==> src/rtl/axi_settings.svh <==
// AXI read crossbar settings

`ifndef AXI_SETTINGS_SVH
`define AXI_SETTINGS_SVH

// ---------------------------------------------------------------------------
// Channel widths
// ---------------------------------------------------------------------------
`define AXI_ID_BITS     4       // Master side ID
`define AXI_IDS_BITS    8       // Slave side ID, master ID plus tag
`define AXI_ADDR_BITS   32
`define AXI_DATA_BITS   32
`define AXI_LEN_BITS    4       // Beats minus one
`define AXI_SIZE_BITS   3
`define AXI_BURST_BITS  2

// Master index lands here in the slave ID
`define AXI_TAG_BIT     4

// ---------------------------------------------------------------------------
// Address map
// ---------------------------------------------------------------------------
// Only one 64 KB region is decoded at all
`define MAP_REGION_HI   16'h0000

// Slave select sits right below the region field
`define MAP_SEL_BITS    2

`endif

==> src/rtl/axi_pkg.sv <==
// AXI read channel types
`include "axi_settings.svh"

package axi_pkg;

	// Read response codes
	typedef enum logic [1:0] {
		OKAY   = 2'b00,
		SLVERR = 2'b10,
		DECERR = 2'b11   // No slave at this address
	} resp_e;

	// ---------------------------------------------------------------------------
	// AR payloads
	// ---------------------------------------------------------------------------
	typedef struct packed {
		logic [`AXI_ID_BITS-1:0]    id;     // Master ID
		logic [`AXI_ADDR_BITS-1:0]  addr;
		logic [`AXI_LEN_BITS-1:0]   len;    // Beats minus one
		logic [`AXI_SIZE_BITS-1:0]  size;
		logic [`AXI_BURST_BITS-1:0] burst;
	} ar_chan_t;

	// Slave side, ID carries the master tag
	typedef struct packed {
		logic [`AXI_IDS_BITS-1:0]   id;
		logic [`AXI_ADDR_BITS-1:0]  addr;
		logic [`AXI_LEN_BITS-1:0]   len;
		logic [`AXI_SIZE_BITS-1:0]  size;
		logic [`AXI_BURST_BITS-1:0] burst;
	} ars_chan_t;

	// ---------------------------------------------------------------------------
	// R payloads
	// ---------------------------------------------------------------------------
	typedef struct packed {
		logic [`AXI_ID_BITS-1:0]   id;
		logic [`AXI_DATA_BITS-1:0] data;
		resp_e                     resp;
		logic                      last;  // Final beat of burst
	} r_chan_t;

	typedef struct packed {
		logic [`AXI_IDS_BITS-1:0]  id;    // Still tagged
		logic [`AXI_DATA_BITS-1:0] data;
		resp_e                     resp;
		logic                      last;
	} rs_chan_t;

endpackage

==> src/rtl/xbar_map_pkg.sv <==
// Crossbar address map types
`include "axi_settings.svh"

package xbar_map_pkg;

	// Decoded view of a read address
	typedef struct packed {
		logic [15:0]                                   region;  // Must match map
		logic [`MAP_SEL_BITS-1:0]                      sel;     // Slave index
		logic [`AXI_ADDR_BITS-17-`MAP_SEL_BITS:0]      offset;  // Within slave
	} addr_fields_t;

	typedef union packed {
		logic [`AXI_ADDR_BITS-1:0] word;  // Raw address
		addr_fields_t              f;
	} addr_u;

	typedef enum logic [1:0] {
		TGT_S0  = 2'd0,
		TGT_S1  = 2'd1,
		TGT_ERR = 2'd2   // Answered inside the crossbar
	} target_e;

	// Burst in flight
	typedef struct packed {
		logic                     master;  // Granted master index
		target_e                  target;
		logic [`AXI_LEN_BITS-1:0] len;
		logic [`AXI_ID_BITS-1:0]  id;      // Needed for DECERR beats
	} route_t;

endpackage

==> src/rtl/ar_arbiter.sv <==
// Round-robin AR arbiter

module ar_arbiter (
	input  logic ACLK,
	input  logic ARESETn,
	input  logic m0_req,       // Master 0 ar_valid
	input  logic m1_req,       // Master 1 ar_valid
	input  logic burst_start,  // AR handshake done
	input  logic burst_done,   // Last R beat accepted
	output logic grant,        // Master index
	output logic grant_valid
);

	typedef enum logic [1:0] {
		IDLE,   // Grant follows requests
		WAIT,   // AR offered, slave not ready yet
		BUSY    // Burst in flight
	} state_e;

	state_e state;
	logic   held_grant;    // Grant frozen while not idle
	logic   last_served;   // Loser of the next tie
	logic   arb_grant;     // Fresh decision

	// ---------------------------------------------------------------------------
	// Fresh decision, only used while idle
	// ---------------------------------------------------------------------------
	always_comb begin
		if (m0_req && m1_req)
			arb_grant = ~last_served;   // Tie, alternate
		else
			arb_grant = m1_req;         // Only requester, or 0 when none
	end

	assign grant       = (state == IDLE) ? arb_grant : held_grant;
	assign grant_valid = (state != IDLE) || m0_req || m1_req;

	// ---------------------------------------------------------------------------
	// Hold the grant until the burst ends
	// ---------------------------------------------------------------------------
	always_ff @(posedge ACLK or negedge ARESETn) begin
		if (!ARESETn) begin
			state       <= IDLE;
			held_grant  <= 1'b0;
			last_served <= 1'b0;   // Master 1 wins first tie
		end else begin
			case (state)
				IDLE: begin
					if (m0_req || m1_req) begin
						held_grant <= arb_grant;
						state      <= burst_start ? BUSY : WAIT;
					end
				end
				WAIT: begin
					// Master keeps ar_valid up, so no way back to idle
					if (burst_start)
						state <= BUSY;
				end
				BUSY: begin
					if (burst_done) begin
						last_served <= held_grant;
						state       <= IDLE;
					end
				end
				default: state <= IDLE;
			endcase
		end
	end

endmodule

==> src/rtl/ar_router.sv <==
// AR decode and steering
`include "axi_settings.svh"

module ar_router (
	input  logic                    ACLK,
	input  logic                    ARESETn,
	input  axi_pkg::ar_chan_t       m0_ar,
	input  axi_pkg::ar_chan_t       m1_ar,
	input  logic                    m0_ar_valid,
	input  logic                    m1_ar_valid,
	output logic                    m0_ar_ready,
	output logic                    m1_ar_ready,
	output axi_pkg::ars_chan_t      s0_ar,
	output axi_pkg::ars_chan_t      s1_ar,
	output logic                    s0_ar_valid,
	output logic                    s1_ar_valid,
	input  logic                    s0_ar_ready,
	input  logic                    s1_ar_ready,
	input  logic                    grant,
	input  logic                    grant_valid,
	input  logic                    burst_done,
	output logic                    burst_start,
	output xbar_map_pkg::route_t    route,
	output logic                    route_valid
);

	axi_pkg::ar_chan_t        sel_ar;      // Granted master's command
	logic                     sel_valid;
	xbar_map_pkg::addr_u      sel_addr;
	xbar_map_pkg::target_e    target;
	axi_pkg::ars_chan_t       slave_ar;    // Command with tagged ID
	logic [`AXI_IDS_BITS-1:0] sid;
	logic                     sel_ready;
	logic                     fwd;         // Command goes out this cycle

	// ---------------------------------------------------------------------------
	// Select and decode
	// ---------------------------------------------------------------------------
	always_comb begin
		sel_ar        = grant ? m1_ar : m0_ar;
		sel_valid     = grant ? m1_ar_valid : m0_ar_valid;
		sel_addr.word = sel_ar.addr;
		if (sel_addr.f.region != `MAP_REGION_HI)
			target = xbar_map_pkg::TGT_ERR;
		else if (sel_addr.f.sel == 0)
			target = xbar_map_pkg::TGT_S0;
		else if (sel_addr.f.sel == 1)
			target = xbar_map_pkg::TGT_S1;
		else
			target = xbar_map_pkg::TGT_ERR;   // Select 2 and 3 unmapped
	end

	// Tag keeps the master index for the slave
	always_comb begin
		sid                     = '0;
		sid[`AXI_ID_BITS-1:0]   = sel_ar.id;
		sid[`AXI_TAG_BIT]       = grant;
		slave_ar.id             = sid;
		slave_ar.addr           = sel_ar.addr;
		slave_ar.len            = sel_ar.len;
		slave_ar.size           = sel_ar.size;
		slave_ar.burst          = sel_ar.burst;
	end

	assign fwd = grant_valid && sel_valid && !route_valid;   // One burst at a time

	// ---------------------------------------------------------------------------
	// Steering, unmapped commands accepted here
	// ---------------------------------------------------------------------------
	always_comb begin
		s0_ar       = '0;
		s1_ar       = '0;
		s0_ar_valid = 1'b0;
		s1_ar_valid = 1'b0;
		sel_ready   = 1'b1;              // DECERR path is always ready
		case (target)
			xbar_map_pkg::TGT_S0: begin
				s0_ar       = fwd ? slave_ar : '0;
				s0_ar_valid = fwd;
				sel_ready   = s0_ar_ready;
			end
			xbar_map_pkg::TGT_S1: begin
				s1_ar       = fwd ? slave_ar : '0;
				s1_ar_valid = fwd;
				sel_ready   = s1_ar_ready;
			end
			default: ;
		endcase
	end

	assign m0_ar_ready = fwd && !grant && sel_ready;
	assign m1_ar_ready = fwd && grant && sel_ready;
	assign burst_start = fwd && sel_ready;      // AR handshake

	// ---------------------------------------------------------------------------
	// Route capture
	// ---------------------------------------------------------------------------
	always_ff @(posedge ACLK or negedge ARESETn) begin
		if (!ARESETn)
			route_valid <= 1'b0;
		else if (burst_start)
			route_valid <= 1'b1;
		else if (burst_done)
			route_valid <= 1'b0;   // Next grant one cycle later
	end

	always_ff @(posedge ACLK) begin
		if (burst_start) begin
			route.master <= grant;
			route.target <= target;
			route.len    <= sel_ar.len;
			route.id     <= sel_ar.id;
		end
	end

endmodule

==> src/rtl/r_return.sv <==
// R beat return path
`include "axi_settings.svh"

module r_return (
	input  logic                    ACLK,
	input  logic                    ARESETn,
	input  xbar_map_pkg::route_t    route,
	input  logic                    route_valid,
	input  axi_pkg::rs_chan_t       s0_r,
	input  axi_pkg::rs_chan_t       s1_r,
	input  logic                    s0_r_valid,
	input  logic                    s1_r_valid,
	output logic                    s0_r_ready,
	output logic                    s1_r_ready,
	output axi_pkg::r_chan_t        m0_r,
	output axi_pkg::r_chan_t        m1_r,
	output logic                    m0_r_valid,
	output logic                    m1_r_valid,
	input  logic                    m0_r_ready,
	input  logic                    m1_r_ready,
	output logic                    burst_done
);

	axi_pkg::r_chan_t         beat;        // Beat toward routed master
	logic                     beat_valid;
	logic                     m_ready;     // Routed master's r_ready
	logic                     is_err;
	logic [`AXI_LEN_BITS-1:0] err_cnt;     // DECERR beats sent

	assign is_err  = (route.target == xbar_map_pkg::TGT_ERR);
	assign m_ready = route.master ? m1_r_ready : m0_r_ready;

	// ---------------------------------------------------------------------------
	// Beat source
	// ---------------------------------------------------------------------------
	always_comb begin
		if (is_err) begin
			// Generated locally, one per cycle
			beat.id    = route.id;
			beat.data  = '0;
			beat.resp  = axi_pkg::DECERR;
			beat.last  = (err_cnt == route.len);
			beat_valid = route_valid;
		end else if (route.target == xbar_map_pkg::TGT_S1) begin
			beat.id    = s1_r.id[`AXI_ID_BITS-1:0];   // Drop master tag
			beat.data  = s1_r.data;
			beat.resp  = s1_r.resp;
			beat.last  = s1_r.last;
			beat_valid = route_valid && s1_r_valid;
		end else begin
			beat.id    = s0_r.id[`AXI_ID_BITS-1:0];
			beat.data  = s0_r.data;
			beat.resp  = s0_r.resp;
			beat.last  = s0_r.last;
			beat_valid = route_valid && s0_r_valid;
		end
	end

	// ---------------------------------------------------------------------------
	// Steering to master, ready passed straight back
	// ---------------------------------------------------------------------------
	assign m0_r       = route.master ? '0 : beat;
	assign m1_r       = route.master ? beat : '0;
	assign m0_r_valid = beat_valid && !route.master;
	assign m1_r_valid = beat_valid && route.master;

	assign s0_r_ready = route_valid && (route.target == xbar_map_pkg::TGT_S0) && m_ready;
	assign s1_r_ready = route_valid && (route.target == xbar_map_pkg::TGT_S1) && m_ready;

	assign burst_done = beat_valid && m_ready && beat.last;   // Last beat taken

	// DECERR beat counter
	always_ff @(posedge ACLK or negedge ARESETn) begin
		if (!ARESETn)
			err_cnt <= '0;
		else if (burst_done)
			err_cnt <= '0;           // Ready for next burst
		else if (route_valid && is_err && m_ready)
			err_cnt <= err_cnt + 1'b1;
	end

endmodule

==> src/rtl/axi_read_xbar.sv <==
// Two by two AXI read crossbar

module axi_read_xbar (
	input  logic               ACLK,
	input  logic               ARESETn,

	// Master 0
	input  axi_pkg::ar_chan_t  m0_ar,
	input  logic               m0_ar_valid,
	output logic               m0_ar_ready,
	output axi_pkg::r_chan_t   m0_r,
	output logic               m0_r_valid,
	input  logic               m0_r_ready,

	// Master 1
	input  axi_pkg::ar_chan_t  m1_ar,
	input  logic               m1_ar_valid,
	output logic               m1_ar_ready,
	output axi_pkg::r_chan_t   m1_r,
	output logic               m1_r_valid,
	input  logic               m1_r_ready,

	// Slave 0
	output axi_pkg::ars_chan_t s0_ar,
	output logic               s0_ar_valid,
	input  logic               s0_ar_ready,
	input  axi_pkg::rs_chan_t  s0_r,
	input  logic               s0_r_valid,
	output logic               s0_r_ready,

	// Slave 1
	output axi_pkg::ars_chan_t s1_ar,
	output logic               s1_ar_valid,
	input  logic               s1_ar_ready,
	input  axi_pkg::rs_chan_t  s1_r,
	input  logic               s1_r_valid,
	output logic               s1_r_ready
);

	logic                 grant;         // Arbiter to router
	logic                 grant_valid;
	logic                 burst_start;   // Router to arbiter
	logic                 burst_done;    // Return path to both
	xbar_map_pkg::route_t route;
	logic                 route_valid;

	// ---------------------------------------------------------------------------
	// Arbitrate, route address, return data
	// ---------------------------------------------------------------------------
	ar_arbiter ar_arbiter_i (
		.ACLK        (ACLK),
		.ARESETn     (ARESETn),
		.m0_req      (m0_ar_valid),
		.m1_req      (m1_ar_valid),
		.burst_start (burst_start),
		.burst_done  (burst_done),
		.grant       (grant),
		.grant_valid (grant_valid)
	);

	ar_router ar_router_i (
		.ACLK        (ACLK),
		.ARESETn     (ARESETn),
		.m0_ar       (m0_ar),
		.m1_ar       (m1_ar),
		.m0_ar_valid (m0_ar_valid),
		.m1_ar_valid (m1_ar_valid),
		.m0_ar_ready (m0_ar_ready),
		.m1_ar_ready (m1_ar_ready),
		.s0_ar       (s0_ar),
		.s1_ar       (s1_ar),
		.s0_ar_valid (s0_ar_valid),
		.s1_ar_valid (s1_ar_valid),
		.s0_ar_ready (s0_ar_ready),
		.s1_ar_ready (s1_ar_ready),
		.grant       (grant),
		.grant_valid (grant_valid),
		.burst_done  (burst_done),
		.burst_start (burst_start),
		.route       (route),
		.route_valid (route_valid)
	);

	r_return r_return_i (
		.ACLK        (ACLK),
		.ARESETn     (ARESETn),
		.route       (route),
		.route_valid (route_valid),
		.s0_r        (s0_r),
		.s1_r        (s1_r),
		.s0_r_valid  (s0_r_valid),
		.s1_r_valid  (s1_r_valid),
		.s0_r_ready  (s0_r_ready),
		.s1_r_ready  (s1_r_ready),
		.m0_r        (m0_r),
		.m1_r        (m1_r),
		.m0_r_valid  (m0_r_valid),
		.m1_r_valid  (m1_r_valid),
		.m0_r_ready  (m0_r_ready),
		.m1_r_ready  (m1_r_ready),
		.burst_done  (burst_done)
	);

endmodule

==> config.mk <==
export PLATFORM = sky130hd
export DESIGN_NAME = axi_read_xbar
export DESIGN_NICKNAME = d
export VERILOG_FILES = /design/src/rtl/axi_pkg.sv /design/src/rtl/xbar_map_pkg.sv /design/src/rtl/ar_arbiter.sv /design/src/rtl/ar_router.sv /design/src/rtl/r_return.sv /design/src/rtl/axi_read_xbar.sv
export VERILOG_INCLUDE_DIRS = /design/src /design/src/rtl
export SDC_FILE = /design/constraint.sdc
export NUM_CORES = 1
export LEC_CHECK = 0
export BUFFER_PORTS_ARGS = -buffer_cell sky130_fd_sc_hd__buf_4
export CAP_MARGIN = 25
export CORE_AREA = 2 2 142 144
export CTS_BUF_LIST = sky130_fd_sc_hd__clkbuf_16
export DETAILED_ROUTE_END_ITERATION = 16
export DIE_AREA = 0 0 144 146
export PLACE_DENSITY_LB_ADDON = 0.05
export SLEW_MARGIN = 5
export SYNTH_ARGS = -nofsm -noshare
export SYNTH_HDL_FRONTEND = slang
export SYNTH_SLANG_ARGS = --single-unit
export TNS_END_PERCENT = 50
==> constraint.sdc <==
create_clock -name ACLK -period 2.64 [get_ports ACLK]
set_input_delay 0.528 -clock ACLK [delete_from_list [all_inputs] [get_ports ACLK]]
set_output_delay 0.528 -clock ACLK [all_outputs]
set_load 0.05 [all_outputs]
==> impl_metrics.toml <==
[run_status]
status = "finished with violations"
violations = "setup timing"

[routing]
via_per_inst = 4.100
ant_nets = 0
remaining_drc_errors = 0
dr.pass1.iters = 4
dr_total_vias = 4186
wirelength_um = 16330
routedWlPerCell_um = 16.00
drtIter0Drc = 143

[floorplan]
die_w_um = 144
die_h_um = 146
core_area_sq_mm = 0.01933
die_area_sq_mm = 0.02102
rows = 51
initial_core_util_pct = 14.13
io-pin-count = 370

[layout]
final_common_cell = "buf_4"
regArea_sq_um = 555.5
fin_util_pct = 34.45
drive_gt1_share_pct = 63.35
layout_common_cells = "buf_4, nor2_1, buf_6"
fill_cells = 2045
syn2layout_area_growth_pct = 143.7
finalNonFillerCells = 1021
nets = 941
multi_input_area_sq_mm = 0.002352
final_area_sq_mm = 0.006660

[logic_synthesis]
synth_edf_count = 11
netlist_instances = 405
yosysWarnings = 0
synthArstFlopShare_pct = 45.00
synthFlopType = "edfxtp_1"
ys_seq_area_share_pct = 20.33
ys_ff_latch = 20
ys_types = 52
avgSynthCellArea_sq_um = 6.747
syn-cell-area_sq_mm = 0.002733

[clock_tree]
cts_buffers = 3
clkTransAtPathRegs_ns = 0.06
clk_latency_ns = 0.25
htreeDepth = 1
cts-root-buf = "clkbuf_16"
clock_sinks = 20
cts_tree = "done"
cts_buffer_depth = 2

[sta]
period_needed_ns = 2.760
setup_tns_ns = -4.930
fin_crit_sh_pct = 104.6
clock.fmax_mhz = 362.3
final_max_slew_viol_count = 0
max_slew_margin_pct = 61.41
rsz0062_at_grt = "true"
hold_viol = 0
clock_skew_ns = 0.006070
setup_ws_ns = -0.1205
tightest_slew_ns = 0.5628
setup_viol = 59

[power_and_ir_drop]
power_density_mw_per_mm2 = 568.5
ir_drop_mv = 0.3189
fin_total_pwr_uw = 3786
power_leakage_uw = 0.003129

[place]
finalWeightedCongestion = 0.7610
place_area_sq_mm = 0.005648
dp.cells = 1004
hpwl_um = 12960
io_buffers = 320

[worst_setup_path]
startpoint_type = "input pin"
reg2reg_depth = 9
crit_start = "m0_ar[29]"
crit-reg2reg-launch = "ar_arbiter_i.state[1]$_DFFE_PN0P_"
worstSetupPathType = "in2out"
end_kind = "output port"
cp.arrival_ns = 2.23
critPathRequiredTime_ns = 2.11
crit_fanout = 10

[global_routing]
grt_pass1_vias = 4367
grt-ovfl-total = 0
grt_antenna_before_repair = 3
grt_pass1_wl_um = 23560
grtUsageTotal_pct = 14.24
grt_max_degree = 33

[job]
max-cap-violations = 0

[worst_hold_path]
hold_class = "in2async"
final timing paths:
kind | endpoint | slack [ns]
worst max-delay path | s1_ar[12] | -0.12
worst min-delay path | ar_arbiter_i.held_grant$_DFFE_PN0P_ | 0.10
worst max register to register | ar_router_i.route[2]$_DFFE_PP_ | 0.11
worst min register to register | ar_arbiter_i.last_served$_DFFE_PN0P_ | 0.54
max in group asynchronous | r_return_i.err_cnt[0]$_DFFE_PN0P_ | 2.39
min in group ACLK | ar_arbiter_i.last_served$_DFFE_PN0P_ | 0.54
per-stage QoR:
step                setup slack (ns)  hold slack [ns]
floorplan                    -0.2463           0.2324
global placement             -0.4205           0.3681
detailed placement           -0.2797           0.3712
CTS                          -0.1471           0.1046
global route                 -0.2060          0.09883
finish                       -0.1205           0.1003
state kept, by name, summed over array words and instances, names as in the netlist:
register and count:
ar_arbiter_i.state 2, ar_arbiter_i.last_served 1, ar_router_i.route_valid 1, r_return_i.err_cnt 4, ar_router_i.route 11, ar_arbiter_i.held_grant 1
worst max-delay path, cell delays in order:
cell and delay [ns]:
buf_4 0.11, or4_4 0.57, nor4_4 0.31, buf_4 0.18, nor2_2 0.06, buf_6 0.18
nor2_2 0.13, buf_6 0.16
per-layer routing:
metal	vias to the layer above	global-route usage, %	routed length, um
met1	1918	14.57	5749
met4	0	3.186	246
met5	-	0	0
met3	18	4.673	1696
met2	227	27.55	8640
li1	2023	-	-
layout make-up:
cell class	count	area share [%]
Clock inverter	1	0.05636
Antenna cell	3	0.1127
Clock buffer	3	1.127
Tap cell	265	4.978
Inverter	18	1.014
Timing Repair Buffer	373	49.05
Multi-Input combinational cell	338	35.32
Sequential cell	20	8.341
power breakdown:
part | switching [uW] | internal [uW] | leakage, uW
Clock | 112 | 202 | 0.0000386
Sequential | 85.1 | 462 | 0.000209
Combinational | 1860 | 1060 | 0.00288
synth_stat cells, drive strengths merged (2+ instances only):
cell type  count  area (sq um)
dfrtp          9         225.2
inv           18         67.56
o22ai          5         31.28
nand4          2         12.51
a22oi         50         375.4
xor2           6         52.55
nor3          17         90.09
or2            2         12.52
mux2           2         22.52
buf           51         394.1
and2           4         27.53
and3           2         12.51
o21ai          4         20.02
nand2          9         33.78
edfxtp        11         330.3
o2bb2ai        2         17.52
o21a           2         16.27
a21oi          2         10.01
mux2i         12         120.1
nor2         144         543.0
clkbuf        19         71.32
nor3b          2         15.01
nand2b         3         26.27
nor4           8         50.05
a211oi         2         15.01
logic make-up (layout without fill, tap and decap cells):
group	count (synthesis)	in the layout	synth area share, %
and+or+nand+nor	198	199	31.50
AOI/OAI and AO/OA	76	76	20.61
xor gates and xnor gates	7	7	2.244
DFF	20	20	20.33
adders and majority gates	1	1	0.4578
muxes	14	14	5.220
buffers and inverters	88	395	19.51
other	1	44	0.1372
what timing repair did:
action	CTS	global route
pin swaps	15	25
hold buffers	0	0
endpoints found under the setup margin	62	63
buffers inserted	6	0
resized for setup	155	45
cloned	4	1
(Power assumes the default switching activity.)
